==> config.mk <==
export PLATFORM = sky130hd
export DESIGN_NAME = zero_fir_lane
export DESIGN_NICKNAME = d
export VERILOG_FILES = /design/src/common/zero_fir_pkg.sv /design/src/zero_fir/zero_fir_lane.sv
export VERILOG_INCLUDE_DIRS = /design/src /design/src/common
export SDC_FILE = /design/constraint.sdc
export NUM_CORES = 2
export LEC_CHECK = 0
export BUFFER_PORTS_ARGS = -buffer_cell sky130_fd_sc_hd__buf_4
export CELL_PAD_IN_SITES_DETAIL_PLACEMENT = 0
export CELL_PAD_IN_SITES_GLOBAL_PLACEMENT = 1
export CORE_ASPECT_RATIO = 1.2
export CORE_UTILIZATION = 30
export DETAILED_ROUTE_END_ITERATION = 8
export PLACE_DENSITY = 0.61
export SYNTH_ARGS = -nofsm -noshare
export SYNTH_HDL_FRONTEND = slang
export SYNTH_SLANG_ARGS = --single-unit
==> constraint.sdc <==
create_clock -name clk -period 6.41 [get_ports clk]
set_input_delay 1.282 -clock clk [delete_from_list [all_inputs] [get_ports clk]]
set_output_delay 1.282 -clock clk [all_outputs]
set_load 0.01 [all_outputs]
==> src/common/zero_fir_cfg.svh <==
`ifndef ZERO_FIR_CFG_SVH
`define ZERO_FIR_CFG_SVH

// samples carried by one vector, one vector per clock
`define ZF_NSAMP 8

// input samples are Q14.2
`define ZF_NBITS 16
`define ZF_NFRAC 2

// output samples, same Q14.2 format as the input
`define ZF_OUTBITS 16
`define ZF_OUTFRAC 2

// coefficients are Q4.14, so 1.0 is 16384
`define ZF_CBITS 18
`define ZF_CFRAC 14

// dat_i to dat_o in clocks
// one input register in the top plus three lane stages
`define ZF_LATENCY 4

`endif

==> src/common/zero_fir_pkg.sv <==
`include "zero_fir_cfg.svh"

package zero_fir_pkg;

   // derived widths of the datapath
   // pre-add of two samples grows by one bit
   localparam int PREADD_BITS = `ZF_NBITS + 1;
   // a * preadd is the wider of the two products
   localparam int PROD_BITS = PREADD_BITS + `ZF_CBITS;
   // sum of two products grows by one more bit
   localparam int ACC_BITS = PROD_BITS + 1;

   // one input sample
   typedef logic signed [`ZF_NBITS-1:0] sample_t;

   // one output sample
   typedef logic signed [`ZF_OUTBITS-1:0] out_sample_t;

   // Q4.14 coefficient
   typedef logic signed [`ZF_CBITS-1:0] coeff_t;

   // prev + next, one bit wider than a sample
   typedef logic signed [PREADD_BITS-1:0] preadd_t;

   // either product, sized for a * preadd
   typedef logic signed [PROD_BITS-1:0] prod_t;

   // a * preadd + b * sample without overflow
   typedef logic signed [ACC_BITS-1:0] acc_t;

   // lane 0 sits in the low bits
   typedef sample_t [`ZF_NSAMP-1:0] sample_vec_t;
   typedef out_sample_t [`ZF_NSAMP-1:0] out_vec_t;

   // unity in the coefficient format
   localparam coeff_t COEFF_ONE = coeff_t'(1 << `ZF_CFRAC);

endpackage

==> src/zero_fir/zero_fir_lane.sv <==
`timescale 1ns/1ps
`include "zero_fir_cfg.svh"

module zero_fir_lane (
   input  logic                      clk,
   input  logic                      arst_n_i,
   input  zero_fir_pkg::sample_t     prev_i,
   input  zero_fir_pkg::sample_t     this_i,
   input  zero_fir_pkg::sample_t     next_i,
   input  logic                      bypass_i,
   input  zero_fir_pkg::coeff_t      coeff_a_i,
   input  zero_fir_pkg::coeff_t      coeff_b_i,
   output zero_fir_pkg::out_sample_t dat_o
);
   import zero_fir_pkg::*;

   // bits dropped when going from the product format to the output format
   // products carry NFRAC + CFRAC fraction bits
   localparam int TRIM_SHIFT = `ZF_NFRAC + `ZF_CFRAC - `ZF_OUTFRAC;

   // stage 1, pre-add of the outer taps
   preadd_t s1_preadd_q;
   sample_t s1_this_q;
   logic    s1_bypass_q;

   // stage 2, products
   prod_t   s2_prod_a_q;
   prod_t   s2_prod_b_q;
   sample_t s2_this_q;
   logic    s2_bypass_q;

   // stage 3 input, either the filter sum or the sample scaled by 1.0
   acc_t    s3_acc;

   // stage 3, output register
   out_sample_t s3_dat_q;

   // band-stop numerator is symmetric
   // a*next + a*prev folds into a*(next + prev), one multiplier saved
   always_ff @(posedge clk) begin
      s1_preadd_q <= preadd_t'(prev_i) + preadd_t'(next_i);
      s1_this_q   <= this_i;
   end

   // both products in parallel
   // the centre sample rides along for the bypass path
   always_ff @(posedge clk) begin
      s2_prod_a_q <= s1_preadd_q * coeff_a_i;
      s2_prod_b_q <= s1_this_q * coeff_b_i;
      s2_this_q   <= s1_this_q;
   end

   // bypass flag follows its own sample through the pipe
   always_ff @(posedge clk or negedge arst_n_i) begin
      if (!arst_n_i) begin
         s1_bypass_q <= 1'b0;
         s2_bypass_q <= 1'b0;
      end else begin
         s1_bypass_q <= bypass_i;
         s2_bypass_q <= s1_bypass_q;
      end
   end

   // bypassed sample is lifted into the product format
   // so it goes through the same trim as the filtered value
   always_comb begin
      if (s2_bypass_q) begin
         s3_acc = acc_t'(s2_this_q) <<< `ZF_CFRAC;
      end else begin
         s3_acc = acc_t'(s2_prod_a_q) + acc_t'(s2_prod_b_q);
      end
   end

   // arithmetic shift floors toward minus infinity
   // the cast keeps the low OUTBITS bits, so overflow wraps
   always_ff @(posedge clk or negedge arst_n_i) begin
      if (!arst_n_i) begin
         s3_dat_q <= '0;
      end else begin
         s3_dat_q <= out_sample_t'(s3_acc >>> TRIM_SHIFT);
      end
   end

   assign dat_o = s3_dat_q;

   // an unknown bypass would turn the whole output vector to X three clocks later
   a_bypass_known : assert property (
      @(posedge clk) disable iff (!arst_n_i)
      !$isunknown(bypass_i)
   ) else $error("zero_fir_lane: bypass_i is unknown");

endmodule

==> results.toml <==
[outcome]
status = "finished, violations left"
violations = "setup timing"

[placement]
gp_congestion = 0.8550
place_area_um2 = 28380
portBuffers = 102
place_inst = 3934
dp_hpwl_um = 56690

[cells_and_area]
utilization = 0.3640
design_area_um2 = 29380
layout.nets = 3735
fillers = 8262
drive_above_1_share = 0.1652
finalNonFillerCells = 3973
num_antenna_cells = 0
area_growth_pct = 19.96

[yosys]
ys.flop_type = "dfxtp_1"
synth.most_common_cell = "inv_1"
synthArstFlopShare = 0.1417
yosys_warnings = 0
synthCells = 2628
synth_fp_nets = 3447
ys_ff_latch = 127
synth.distinct_cells = 61
netlist_top_cells_area = "fa_1 43%, ha_1 11%, inv_1 9.5%"
netlist.area_leader.share = 0.4299
netlist_area_um2 = 24490
synth_edf_count = 0
synth_common_cells = "623 x inv_1, 526 x fa_1, 315 x nand2_1"
yosysSeqAreaShare = 0.1075
yosys.area.top_type = "fa_1"
syn_avg_cell_area_um2 = 9.321

[route]
drt_wl_total_um = 65200
dr.first_iter.drc_count = 579
vias_per_cell = 4.507
wl_per_cell_um = 16.41
dr.pass1.iters = 5
drc = 0
antenna_left = 0
vias = 17910

[floorplan]
ios = 103
core_area_um2 = 80730
die_y_um = 315.0
start_util = 0.3034
fp.dieW_um = 262.8
rows = 114
die_area_um2 = 82800

[timing]
rsz0062_at_grt = "true"
fin_tns_setup_ns = -0.3377
finalWorstSetupSlack_ns = -0.2998
period_needed_ns = 6.710
skew_ns = 0.01684
finalSetupViolations = 3
final_max_slew_viol_count = 0
fmax_mhz = 149.0
tightest_slew_ns = 0.8967
hold_violations = 0
max_slew_margin = 0.4014
period_share = 1.047

[critical_path]
rrSetupSlack_ns = 0.12
crit_required_ns = 6.75
crit_type = "in -> reg"
arrival_ns = 7.05
crit_path_frequent_cell = "fa_1"
cpMaxStageDelayCell = "fa_1"
path_buf_inv = 5
cp_cell_sequence = "buf_8 -> and2_4 -> fa_1 -> inv_2 -> fa_1 -> fa_1 -> inv_2 -> fa_1 -> fa_1 -> inv_1 -> fa_1 -> inv_2 -> ha_4 -> a21o_1 -> a221o_1 -> a31o_4 -> a21oi_4 -> o31ai_4 -> a2111o_1 -> a2111oi_4 -> nor3_2"
crit_path_max_incr_delay_ns = 0.57
worst-path-max-fanout = 7
path_delay_family = "adder cells"
cp-end-kind = "flop"
start_kind = "input port"

[clock_tree]
htree_levels = 4
clk_latency_ns = 0.47
numCtsBuffers = 17
clockBufferDepth = 2
clkSlewWorstSetupHoldPaths_ns = 0.06
cts_root_buffer = "clkbuf_16"
cts_tree = "done"
clock-sinks = 127
cts-hold-fix-buffers = 0

[global_route]
track_usage = 0.1679
grt_max_degree = 34
antenna_found_initial = 0
grt_pass1_wl_um = 109000
grt-ovfl-total = 0
grt_pass1_vias = 20690

[flow_run]
maxCapViolations = 0

[min_path]
hp-class = "reg -> reg"
==> stage by stage <==
step | setup slack, ns | hold WS [ns]
after global routing | -0.4161 | 0.3793
after detailed placement | -0.8190 | 0.3463
after CTS | -0.1651 | 0.3606
after global placement | -0.7296 | 0.3326
after floorplan | -0.4522 | 0.3290
final | -0.2998 | 0.3586
==> logic make-up (layout without fill, tap and decap cells) <==
| group | after synthesis | after routing | synth area share |
|---|---|---|---|
| compound gates | 216 | 216 | 0.06079 |
| xor+xnor | 101 | 101 | 0.03611 |
| fa+ha+maj | 732 | 732 | 0.5351 |
| buf+inv | 707 | 1008 | 0.1083 |
| flops | 127 | 127 | 0.1075 |
| simple gates | 745 | 745 | 0.1522 |
==> worst paths after layout <==
check                               from  cells past startpoint               to
min reg2reg                  s1_bypass_q                      0      s2_bypass_q
max                        coeff_b_i[13]                     21  s2_prod_b_q[29]
min                          s1_bypass_q                      0      s2_bypass_q
max in group asynchronous       arst_n_i                      1         dat_o[7]
max reg2reg                s1_this_q[10]                     21  s2_prod_b_q[29]
min in group asynchronous       arst_n_i                      1         dat_o[0]
==> worst reg2reg max path: stages (launching register included) <==
cell       delay, ns
dfxtp_1         0.44
buf_4           0.24
and2_1          0.16
fa_1            0.55
inv_1           0.06
fa_1            0.54
inv_1           0.05
fa_1            0.50
fa_2            0.45
fa_1            0.50
inv_1           0.05
fa_1            0.49
inv_1           0.05
ha_1            0.19
a21o_1          0.16
a221o_1         0.34
a31o_4          0.24
a21oi_4         0.13
o31ai_4         0.09
a2111o_1        0.49
a2111oi_4       0.38
nor3_2          0.08
==> final cells by class <==
class	count	area (µm²)	area share
well taps	1044	1306	0.04446
clock buffers	18	450.4	0.01533
inverters	625	2346	0.07984
multi-input cells	1794	19610	0.6674
flip-flops and latches	127	2633	0.08959
repair buffers	351	2874	0.09781
clock inverters	14	163.9	0.005578
==> routing by layer <==
layer	routed length, µm	up-vias	part of all wire	track usage
met5	0	-	0	0
met4	1880	0	0.029	0.05556
met3	1648	89	0.025	0.01836
met2	34180	271	0.52	0.3125
met1	27490	9154	0.42	0.2006
li1	-	8393	-	-
==> cells in the final DEF (no fill, tap or decap), drive strengths merged, types with 8 or more instances in the layout <==
cell type and instances:
inv 634, fa 526, buf 351, nand2 315, and2 281, ha 206, dfxtp 109, xnor2 84
nor2 55, a21oi 55, o21ai 43, a21o 25, clkbuf 18, dfrtp 18, nor3 18, nand2b 17
xor2 17, nand3 16, o21a 12, and3 12, a211oi 11, o31ai 9, nor2b 8
==> state kept, by name, indices dropped and copies added (netlist names) <==
name / cells
s1_bypass_q: 1
s2_this_q: 16
s1_preadd_q: 17
s2_bypass_q: 1
s1_this_q: 16
s2_prod_b_q: 30
s2_prod_a_q: 30
dat_o: 16
==> timing repair <==
action                     in CTS  in global routing
pin swaps                      26                 65
buffers inserted                3                  6
resized for setup              34                 56
setup endpoints to repair       7                 13
Power is not shown: default switching activity piles up to over one toggle a cycle in this logic, so the estimate is an artifact.
