==> config.mk <==
export PLATFORM = sky130hd
export DESIGN_NAME = coeff_bank
export DESIGN_NICKNAME = d
export VERILOG_FILES = /design/src/common/zero_fir_pkg.sv /design/src/source/coeff_bank.sv
export VERILOG_INCLUDE_DIRS = /design/src /design/src/common
export SDC_FILE = /design/constraint.sdc
export NUM_CORES = 1
export LEC_CHECK = 0
export BUFFER_PORTS_ARGS = -buffer_cell sky130_fd_sc_hd__buf_4
export CELL_PAD_IN_SITES_DETAIL_PLACEMENT = 1
export CELL_PAD_IN_SITES_GLOBAL_PLACEMENT = 2
export CORE_AREA = 2 2 86 88
export CTS_CLUSTER_SIZE = 10
export DETAILED_ROUTE_END_ITERATION = 10
export DIE_AREA = 0 0 88 90
export PLACE_DENSITY_LB_ADDON = 0.05
export SYNTH_ARGS = -nofsm -noshare
export SYNTH_HDL_FRONTEND = slang
export SYNTH_SLANG_ARGS = --single-unit
==> constraint.sdc <==
create_clock -name clk -period 1.7 [get_ports clk]
set_input_delay 0.34 -clock clk [delete_from_list [all_inputs] [get_ports clk]]
set_output_delay 0.34 -clock clk [all_outputs]
set_load 0.005 [all_outputs]
==> src/common/zero_fir_cfg.svh <==
`ifndef ZERO_FIR_CFG_SVH
`define ZERO_FIR_CFG_SVH

// samples carried by one vector, one vector per clock
`define ZF_NSAMP 8

// input samples are Q14.2
`define ZF_NBITS 16
`define ZF_NFRAC 2

// output samples, same Q14.2 format as the input
`define ZF_OUTBITS 16
`define ZF_OUTFRAC 2

// coefficients are Q4.14, so 1.0 is 16384
`define ZF_CBITS 18
`define ZF_CFRAC 14

// dat_i to dat_o in clocks
// one input register in the top plus three lane stages
`define ZF_LATENCY 4

`endif

==> src/common/zero_fir_pkg.sv <==
`include "zero_fir_cfg.svh"

package zero_fir_pkg;

   // derived widths of the datapath
   // pre-add of two samples grows by one bit
   localparam int PREADD_BITS = `ZF_NBITS + 1;
   // a * preadd is the wider of the two products
   localparam int PROD_BITS = PREADD_BITS + `ZF_CBITS;
   // sum of two products grows by one more bit
   localparam int ACC_BITS = PROD_BITS + 1;

   // one input sample
   typedef logic signed [`ZF_NBITS-1:0] sample_t;

   // one output sample
   typedef logic signed [`ZF_OUTBITS-1:0] out_sample_t;

   // Q4.14 coefficient
   typedef logic signed [`ZF_CBITS-1:0] coeff_t;

   // prev + next, one bit wider than a sample
   typedef logic signed [PREADD_BITS-1:0] preadd_t;

   // either product, sized for a * preadd
   typedef logic signed [PROD_BITS-1:0] prod_t;

   // a * preadd + b * sample without overflow
   typedef logic signed [ACC_BITS-1:0] acc_t;

   // lane 0 sits in the low bits
   typedef sample_t [`ZF_NSAMP-1:0] sample_vec_t;
   typedef out_sample_t [`ZF_NSAMP-1:0] out_vec_t;

   // unity in the coefficient format
   localparam coeff_t COEFF_ONE = coeff_t'(1 << `ZF_CFRAC);

endpackage

==> src/source/coeff_bank.sv <==
`timescale 1ns/1ps

module coeff_bank (
   input  logic                 clk,
   input  logic                 arst_n_i,
   input  zero_fir_pkg::coeff_t coeff_dat_i,
   input  logic                 coeff_wr_i,
   input  logic                 coeff_update_i,
   output zero_fir_pkg::coeff_t coeff_a_o,
   output zero_fir_pkg::coeff_t coeff_b_o
);
   import zero_fir_pkg::*;

   // two-deep shadow, older entry ends up as b
   coeff_t shadow_old_q;
   coeff_t shadow_new_q;

   // pair seen by the lanes
   coeff_t coeff_a_q;
   coeff_t coeff_b_q;

   // each write pushes the newer word down into the older slot
   // first write of a sequence is b, second is a
   always_ff @(posedge clk) begin
      if (coeff_wr_i) begin
         shadow_old_q <= shadow_new_q;
         shadow_new_q <= coeff_dat_i;
      end
   end

   // update copies both shadow words at once
   // reset value b = 1.0 and a = 0 makes the filter transparent
   always_ff @(posedge clk or negedge arst_n_i) begin
      if (!arst_n_i) begin
         coeff_a_q <= '0;
         coeff_b_q <= COEFF_ONE;
      end else if (coeff_update_i) begin
         coeff_b_q <= shadow_old_q;
         coeff_a_q <= shadow_new_q;
      end
   end

   assign coeff_a_o = coeff_a_q;
   assign coeff_b_o = coeff_b_q;

   // a write in the update cycle would make the active pair ambiguous
   // (shadow shifts while it is being copied)
   a_no_wr_with_update : assert property (
      @(posedge clk) disable iff (!arst_n_i)
      !(coeff_wr_i && coeff_update_i)
   ) else $error("coeff_bank: coefficient write and update in the same cycle");

endmodule

==> results.yml, run 1 <==
run_status:
  status: "finished clean"
sta:
  hold_slack_ps: 179.4
  number_of_failing_setup_endpoints_in_the_final_timing_report: 0
  max-slew-margin-rel: 0.6732
  timing.final.max_slew_violations: 0
  final.setup.worst_slack_ps: 377.4
  finalHoldViolations: 0
  fmaxAchievable_ghz: 0.7561
  layout_min_cycle_time_ps: 1323
  tightest_slew_ps: 490.3
  rsz_0062_raised_after_global_routing: "false"
  finalClockSkew_ps: 6.870
  setup_tns_ps: 0
  final_min_period_over_clock_period: 0.7780
worst_setup_path:
  timing_worst_setup_path_type: "flip-flop to output pin"
  regToRegEndpoint: "coeff_b_o[10]"
  worstPathCellList: "buf_4"
  worstSetupStartpointType: "flip-flop"
  crit_cells: 1
  worst-endpoint-arrival_ps: 980
  crit_family: "flip-flops"
  critPathCaptureType: "output pin"
  critical_path.startpoint: "coeff_b_o[14]"
  crit_slowest_cell: "sky130_fd_sc_hd__dfstp_2"
  register_to_register_setup_slack_ps: 910
  critical_path.reg2reg.startpoint: "coeff_b_o[10]"
  termination_of_the_worst_setup_path: "coeff_b_o[14]"
  reg2reg_depth: 1
  critPathMaxFanout: 2
  cp.required_ps: 1360
  critical-path-max-stage-delay_ps: 550
  path_buf_inv: 1
clock_network:
  cts_inserted_buffers: 9
  tritoncts_num_sinks: 72
  clk_pin_slew_ps: 80
  cts_hold_repair.buffers: 1
  post_cts_resized: 0
  clock_insertion_delay_worst_skew_ps: 330
  clock-root-buffer: "sky130_fd_sc_hd__clkbuf_8"
  cts_max_path_buffers: 2
  post_cts_buffers: 0
  tritoncts: "yes"
  htreeDepth: 3
layout:
  sequential_cell_area_sq_mm: 0.001983
  multi_input_area_sq_um: 518.0
  area_of_all_placed_cells_without_fillers_sq_mm: 0.003312
  n_antenna_cell: 0
  final_layout_size_suffix_gt1_frac: 0.6033
  layout_nets: 201
  fillCellCount: 665
  instances_no_fill: 283
  syn2layout_area_growth_pct: 28.75
floorplan:
  floorplan.io_pins: 58
  standard_cell_rows: 31
  fp.dieArea_sq_mm: 0.007920
  placeableCoreArea_sq_mm: 0.007020
  die_height_um: 90
  initial_core_util: 0.3664
  horizontal_die_dimension_um: 88
synthesis:
  syn_avg_cell_area_sq_um: 22.97
  synth.yosys.warnings: 0
  syn_area_sq_mm: 0.002572
  syn_inst: 112
  seq_area_frac_synth: 0.7709
  synth_register_bits: 72
  synth.net_count: 134
  netlist-cell-type-count: 7
drt:
  wire_per_inst_um: 15.55
  finalWirelength_um: 4401
  route.detailed.vias_per_inst: 4.304
  drc: 0
  count_of_antenna_violating_nets_left_after_detailed_routing: 0
  drtPass1Iterations: 4
  num_vias: 1218
  initialDrtViolationCount: 58
global_route:
  grt_pass1_vias: 1402
  grt_start_max_net_pins: 37
  grt.overflow.total: 0
  grt_use_total: 0.1233
  wire_length_of_the_first_global_routing_pass_um: 7251
  grt_antenna_before_repair: 0
run:
  cap_violations: 0
worst_hold_path:
  min-delay-path-class: "primary input to flip-flop"
placement:
  port-buffer-count: 57
  routabilityCongestion: 0.7116
  placedCellCount: 266
  place_area_sq_mm: 0.003080
  dpl_worst_slack_ps: 346.6
  placed_wire_length_estimate_um: 2720
pwr:
  vdd_ir_drop_max_mv: 0.4423
  leakagePower_nw: 1.440
  power_density_mw_per_mm2: 1212
[stage by stage]
| stage | util | power (W) |
|---|---|---|
| after CTS | 0.4718 | 0.004078 |
| final | 0.4718 | 0.004013 |
| after global routing | 0.4718 | 0.004191 |
| after detailed placement | 0.4388 | 0.002583 |
| after global placement | 0.4388 | 0.002563 |
| after floorplan | - | 0.002314 |
[layout make-up]
cell class              instances  area share
multi-input cells              36      0.1564
clock inverters                 5     0.02418
flip-flops and latches         72      0.5988
well taps                      99     0.03740
repair buffers                 60      0.1405
clock buffers                  11     0.04269
[metal layers]
layer	up-vias	track usage	routed length, um
met2	38	0.1837	2141
met1	628	0.1649	1987
met5	-	0	0
met4	0	0.06538	92
li1	545	-	-
met3	7	0.03030	179
[cell families (layout without fill, tap and decap cells)]
kind of cell	count (synthesis)	after routing	share of synthesized area
multiplexers	36	36	0.2014
flip-flops	72	72	0.7709
buffers and inverters	4	76	0.02772
[how the worst min path moves through the flow]
stage                    from               to  slack [ps]  cells past startpoint
2_1_floorplan        arst_n_i     coeff_a_o[0]          40                      0
3_3_place_gp         arst_n_i     coeff_b_o[4]         330                      1
3_5_place_dp         arst_n_i     coeff_b_o[4]         350                      1
4_1_cts        coeff_dat_i[8]  shadow_new_q[8]         160                      1
5_1_grt        coeff_dat_i[8]  shadow_new_q[8]         160                      1
6_report       coeff_dat_i[2]  shadow_new_q[2]         180                      1
[synthesized netlist by cell type]
master	count	area (sq um)
sky130_fd_sc_hd__mux2_4	30	450.4
sky130_fd_sc_hd__edfxtp_1	36	1081
sky130_fd_sc_hd__mux2_2	6	67.56
sky130_fd_sc_hd__dfstp_2	1	26.28
sky130_fd_sc_hd__dfrtp_1	35	875.8
sky130_fd_sc_hd__buf_6	1	11.26
sky130_fd_sc_hd__buf_12	3	60.06
[registers in the layout, summed over array words and instances (netlist names)]
name / flops
shadow_old_q: 18
coeff_b_o: 18
coeff_a_o: 18
shadow_new_q: 18
[cell usage in the layout (no fill, tap or decap), types with 2 or more instances in the layout]
cell type,n
sky130_fd_sc_hd__clkinvlp_4,2
sky130_fd_sc_hd__clkbuf_8,10
sky130_fd_sc_hd__mux2_4,30
sky130_fd_sc_hd__edfxtp_1,36
sky130_fd_sc_hd__mux2_2,6
sky130_fd_sc_hd__buf_4,58
sky130_fd_sc_hd__dfrtp_1,35
sky130_fd_sc_hd__bufinv_16,2
[where the power goes]
group	internal [W]	leakage, nW	switching [W]	total (W)
Clock	0.000865	0.106	0.000614	0.00148
Combinational	0.000293	0.563	0.000142	0.000435
Sequential	0.00201	0.772	0.0000866	0.00210
Total	0.00317	1.44	0.000842	0.00401
Power figures use the tool's default switching activity.
==> inputs of run 2 (changes only) <==
Settings changed: CORE_AREA 2 2 86 88 to 2 2 88 90, DIE_AREA 0 0 88 90 to 0 0 90 92.
Clock period 1.7 ns to 1.1 ns, I/O delays scaled along.
==> run 2 against run 1 <==
The run now ends with setup timing left. Sequential share of layout area shrank 4.7 points. Highest routed layer unchanged. Design area up 8.5%. Critical path type unchanged. Worst hold slack got worse by 130 ps. Routed wire length is 6.6% higher. Clock skew rose by 1.8 ps.
==> results.yml, run 2 (synthesis results as in run 1) <==
run_status:
  status: "finished, violations left"
  violations: "setup timing"
floorplan:
  placeableCoreArea_sq_mm: 0.007447
  initial_core_util: 0.3454
  floorplan.io_pins: 58
  horizontal_die_dimension_um: 90
  die_height_um: 92
  fp.dieArea_sq_mm: 0.008280
  standard_cell_rows: 32
worst_hold_path:
  min-delay-path-class: "primary input to flip-flop"
  worstHoldStart: "coeff_dat_i[11]"
worst_setup_path:
  worstSetupStartpointType: "flip-flop"
  cp.required_ps: 880
  critPathCaptureType: "output pin"
  timing_worst_setup_path_type: "flip-flop to output pin"
  path_buf_inv: 1
  critical_path.startpoint: "coeff_b_o[14]"
  critical_path.reg2reg.startpoint: "coeff_b_o[11]"
  crit_slowest_cell: "sky130_fd_sc_hd__dfstp_2"
  critical-path-max-stage-delay_ps: 550
  worst-endpoint-arrival_ps: 970
  worstPathCellList: "buf_6"
  crit_family: "flip-flops"
  critPathMaxFanout: 2
sta:
  timing.final.max_slew_violations: 0
  rsz_0062_raised_after_global_routing: "true"
  final_min_period_over_clock_period: 1.085
  layout_min_cycle_time_ps: 1194
  finalClockSkew_ps: 8.704
  final.setup.worst_slack_ps: -93.65
  finalHoldViolations: 0
  max-slew-margin-rel: 0.6845
  hold_slack_ps: 53.65
  number_of_failing_setup_endpoints_in_the_final_timing_report: 1
  fmaxAchievable_ghz: 0.8378
  tightest_slew_ps: 473.2
drt:
  num_vias: 1280
  finalWirelength_um: 4690
  count_of_antenna_violating_nets_left_after_detailed_routing: 0
  route.detailed.vias_per_inst: 4.197
  drc: 0
  wire_per_inst_um: 15.38
  initialDrtViolationCount: 31
  drtPass1Iterations: 3
clock_network:
  clk_pin_slew_ps: 80
  cts_inserted_buffers: 9
  clock-root-buffer: "sky130_fd_sc_hd__clkbuf_8"
  cts_max_path_buffers: 2
  htreeDepth: 3
  tritoncts: "yes"
  tritoncts_num_sinks: 72
  clock_insertion_delay_worst_skew_ps: 340
global_route:
  grt_pass1_vias: 1484
  grt_antenna_before_repair: 0
  grt.overflow.total: 0
  grt_use_total: 0.1219
  wire_length_of_the_first_global_routing_pass_um: 7645
  grt_start_max_net_pins: 37
layout:
  final_layout_size_suffix_gt1_frac: 0.6305
  fillCellCount: 739
  post-route-util: 0.4824
  layout.cells.most_common_list: "sky130_fd_sc_hd__buf_4 (44), sky130_fd_sc_hd__edfxtp_1 (36), sky130_fd_sc_hd__dfrtp_1 (35), sky130_fd_sc_hd__mux2_4 (30), sky130_fd_sc_hd__buf_6 (30)"
  n_antenna_cell: 0
  syn2layout_area_growth_pct: 39.64
  final_common_cell: "sky130_fd_sc_hd__buf_4"
  layout_nets: 220
  area_of_all_placed_cells_without_fillers_sq_mm: 0.003592
pwr:
  leakagePower_nw: 1.581
  vdd_ir_drop_max_mv: 0.7320
  power_frac_comb: 0.139
  sw_frac_of_total: 0.2081
  internal_power_w: 0.005019
  total_switching_power_w: 0.001319
  power_density_mw_per_mm2: 1764
  power_frac_clock: 0.345
  seqPwrFrac: 0.516
placement:
  routabilityCongestion: 0.6762
  port-buffer-count: 57
  placed_wire_length_estimate_um: 2988
  place_area_sq_mm: 0.003144
  dpl_worst_slack_ps: 32.51
run:
  cap_violations: 0
-- run 2: cell types whose count changed in the layout (fill, tap and decap cells not counted) --
cell                         delta
sky130_fd_sc_hd__buf_12         +3
sky130_fd_sc_hd__buf_4         -14
sky130_fd_sc_hd__buf_6         +30
sky130_fd_sc_hd__clkbuf_1       +2
sky130_fd_sc_hd__clkbuf_8       -1
sky130_fd_sc_hd__clkinv_2       +1
sky130_fd_sc_hd__clkinvlp_4     -2
-- run 2: path summary, 6_finish.rpt --
| check | end | slack (ps) | depth (start not counted) |
|---|---|---|---|
| max | coeff_b_o[14] | -90 | 1 |
| min | shadow_new_q[11] | 50 | 1 |
| max reg2reg | coeff_b_o[11] | 80 | 3 |
| min reg2reg | shadow_old_q[17] | 450 | 0 |
| max in group asynchronous | coeff_b_o[14] | 340 | 2 |
| min in group asynchronous | coeff_a_o[14] | 400 | 2 |
-- run 2: power by group through the flow --
stage / clock, W / combinational, W / sequential, W
after floorplan: 0 / 0.000292 / 0.00328
final: 0.00219 / 0.000881 / 0.00327
after global placement: 0 / 0.000698 / 0.00329
after CTS: 0.00227 / 0.000812 / 0.00327
after detailed placement: 0 / 0.000713 / 0.00331
after global routing: 0.00238 / 0.000945 / 0.00331
-- run 2: cell type report --
class                           instances  area [sq um]  share of cell area
Clock inverter                          4         70.07             0.01951
Sequential cell                        72          1983              0.5521
Timing Repair Buffer                   79         758.2              0.2111
Multi-Input combinational cell         36         518.0              0.1442
Tap cell                              102         127.6             0.03553
Clock buffer                           12         135.1             0.03762
-- run 2: routing by layer --
| metal | track usage | vias up | part of all wire |
|---|---|---|---|
| met5 | 0 | - | 0 |
| met2 | 0.1949 | 40 | 0.49 |
| met1 | 0.1490 | 651 | 0.44 |
| li1 | - | 583 | - |
| met3 | 0.03698 | 6 | 0.056 |
| met4 | 0.06538 | 0 | 0.015 |
-- run 2: repair_timing --
item / 4_1_cts / 5_1_grt
pin swaps: 0 / 0
hold endpoints to repair: 35 / 0
resized for setup: 18 / 12
endpoints found under the setup margin: 21 / 32
hold buffers: 1 / 0
buffers inserted: 7 / 9
-- run 2: through the flow --
| stage | cells | total power [W] | TNS (ps) |
|---|---|---|---|
| 2_1_floorplan | 112 | 0.003577 | 0 |
| 5_1_grt | 305 | 0.006630 | -411.7 |
| 3_3_place_gp | 272 | 0.003987 | 0 |
| 6_report | 305 | 0.006338 | -93.65 |
| 4_1_cts | 296 | 0.006352 | -183.8 |
| 3_5_place_dp | 272 | 0.004021 | 0 |
==> inputs of run 3 (changes only) <==
Settings changed: TNS_END_PERCENT from default to 20.
==> run 3 against run 2 <==
The flow still finishes with violations (setup timing). Clock skew is 0.57 ps lower. Worst hold slack improved by 1.1 ps. Design area shrank 2.4%. Routed wire length decreased by 1.9%. Combinational power fell by 8.7%. First-iteration DRC count grew 6.5%. Largest cell class unchanged.
==> results.yml, run 3 (synthesis results as in run 1) <==
pwr:
  total_power_w: 0.006269
  seqPwrFrac: 0.523
  leakagePower_nw: 1.522
  sw_frac_of_total: 0.2086
  total_switching_power_w: 0.001308
  vdd_ir_drop_max_mv: 0.7294
  power_frac_comb: 0.128
  internal_power_w: 0.004961
  power_frac_clock: 0.349
  power_density_mw_per_mm2: 1788
clock_network:
  cts_inserted_buffers: 9
  tritoncts: "yes"
  clock_insertion_delay_worst_skew_ps: 340
  htreeDepth: 3
  cts_max_path_buffers: 2
  clock-root-buffer: "sky130_fd_sc_hd__clkbuf_8"
  tritoncts_num_sinks: 72
  clk_pin_slew_ps: 80
floorplan:
  fp.dieArea_sq_mm: 0.008280
  horizontal_die_dimension_um: 90
  placeableCoreArea_sq_mm: 0.007447
  standard_cell_rows: 32
  die_height_um: 92
  floorplan.io_pins: 58
  initial_core_util: 0.3454
sta:
  final.setup.worst_slack_ps: -91.51
  rsz_0062_raised_after_global_routing: "true"
  fmaxAchievable_ghz: 0.8393
  timing.final.max_slew_violations: 0
  finalHoldViolations: 0
  layout_min_cycle_time_ps: 1192
  finalClockSkew_ps: 8.135
  number_of_failing_setup_endpoints_in_the_final_timing_report: 1
  max-slew-margin-rel: 0.6829
  final_min_period_over_clock_period: 1.083
  tightest_slew_ps: 475.7
worst_setup_path:
  critical_path.reg2reg.startpoint: "coeff_b_o[11]"
  critical-path-max-stage-delay_ps: 550
  path_buf_inv: 1
  critPathMaxFanout: 2
  worstPathCellList: "buf_6"
  worstSetupStartpointType: "flip-flop"
  timing_worst_setup_path_type: "flip-flop to output pin"
  cp.required_ps: 880
  critPathCaptureType: "output pin"
  crit_family: "flip-flops"
  worst-endpoint-arrival_ps: 970
  register_to_register_setup_slack_ps: 190
  critical_path.startpoint: "coeff_b_o[14]"
  crit_slowest_cell: "sky130_fd_sc_hd__dfstp_2"
layout:
  fillCellCount: 741
  layout_nets: 207
  final_common_cell: "sky130_fd_sc_hd__edfxtp_1"
  post-route-util: 0.4708
  syn2layout_area_growth_pct: 36.28
  layout.cells.most_common_list: "sky130_fd_sc_hd__edfxtp_1 (36), sky130_fd_sc_hd__dfrtp_1 (35), sky130_fd_sc_hd__buf_6 (33), sky130_fd_sc_hd__mux2_4 (30), sky130_fd_sc_hd__buf_4 (28)"
  n_antenna_cell: 0
  final_layout_size_suffix_gt1_frac: 0.6053
  multi_input_area_sq_um: 518.0
  sequential_cell_area_sq_mm: 0.001983
drt:
  drc: 0
  wl_met1_um: 2013
  dr_wl_met2_um: 2249
  finalWirelength_um: 4600
  drtPass1Iterations: 3
  num_vias: 1242
  highest-signal-layer: "met4"
  count_of_antenna_violating_nets_left_after_detailed_routing: 0
  route.detailed.vias_per_inst: 4.253
  dr_wl_met3_um: 266
  wire_per_inst_um: 15.75
  initialDrtViolationCount: 33
run:
  cap_violations: 0
global_route:
  grt_antenna_before_repair: 0
  grt_use_total: 0.1205
  wire_length_of_the_first_global_routing_pass_um: 7527
  grt.overflow.total: 0
  grt_start_max_net_pins: 37
  grt_pass1_vias: 1458
placement:
  placed_wire_length_estimate_um: 2988
  routabilityCongestion: 0.6762
  port-buffer-count: 57
  dpl_worst_slack_ps: 32.51
worst_hold_path:
  worstHoldStart: "coeff_dat_i[11]"
  min-delay-path-class: "primary input to flip-flop"
run_status:
  status: "finished, violations left"
  violations: "setup timing"
-- run 3: power by group through the flow --
stage / combinational, W / sequential, W / clock (W)
3_3_place_gp: 0.000698 / 0.00329 / 0
5_1_grt: 0.000862 / 0.00331 / 0.00238
3_5_place_dp: 0.000713 / 0.00331 / 0
4_1_cts: 0.000780 / 0.00327 / 0.00227
2_1_floorplan: 0.000292 / 0.00328 / 0
6_report: 0.000804 / 0.00328 / 0.00219
-- run 3: area by class of cell --
cell class | instances | share of cell area
tap | 102 | 0.03640
multi-input combinational | 36 | 0.1478
clock buffer | 12 | 0.03854
clock inverter | 4 | 0.01999
timing repair buffer | 66 | 0.1916
sequential | 72 | 0.5657
-- run 3: timing repair --
| action | in CTS | in global routing |
|---|---|---|
| hold endpoints to repair | 35 | 0 |
| endpoints found under the setup margin | 21 | 32 |
| resized for setup | 21 | 12 |
| hold buffers | 1 | 0 |
| buffers inserted | 1 | 2 |
-- run 3: through the flow --
| step | area (sq um) | hold slack, ps | std cells | setup TNS (ps) |
|---|---|---|---|---|
| 2_1_floorplan | 2572 | -75.59 | 112 | 0 |
| 3_3_place_gp | 3144 | 215.7 | 272 | 0 |
| 3_5_place_dp | 3144 | 222.1 | 272 | 0 |
| 4_1_cts | 3446 | 36.31 | 290 | -202.8 |
| 5_1_grt | 3506 | 37.61 | 292 | -452.4 |
| 6_report | 3506 | 54.71 | 292 | -91.51 |
-- run 3: path summary, 6_finish.rpt --
path | to | cells after the start
max | coeff_b_o[14] | 1
min | shadow_new_q[11] | 1
max reg2reg | coeff_b_o[11] | 2
min reg2reg | shadow_old_q[17] | 0
max in group asynchronous | coeff_b_o[14] | 2
min in group asynchronous | coeff_a_o[14] | 2
-- run 3: layer usage --
| layer | global-route usage | vias to the layer above |
|---|---|---|
| met5 | 0 | - |
| met4 | 0.06538 | 0 |
| met3 | 0.03698 | 6 |
| met2 | 0.1924 | 40 |
| met1 | 0.1468 | 641 |
| li1 | - | 555 |
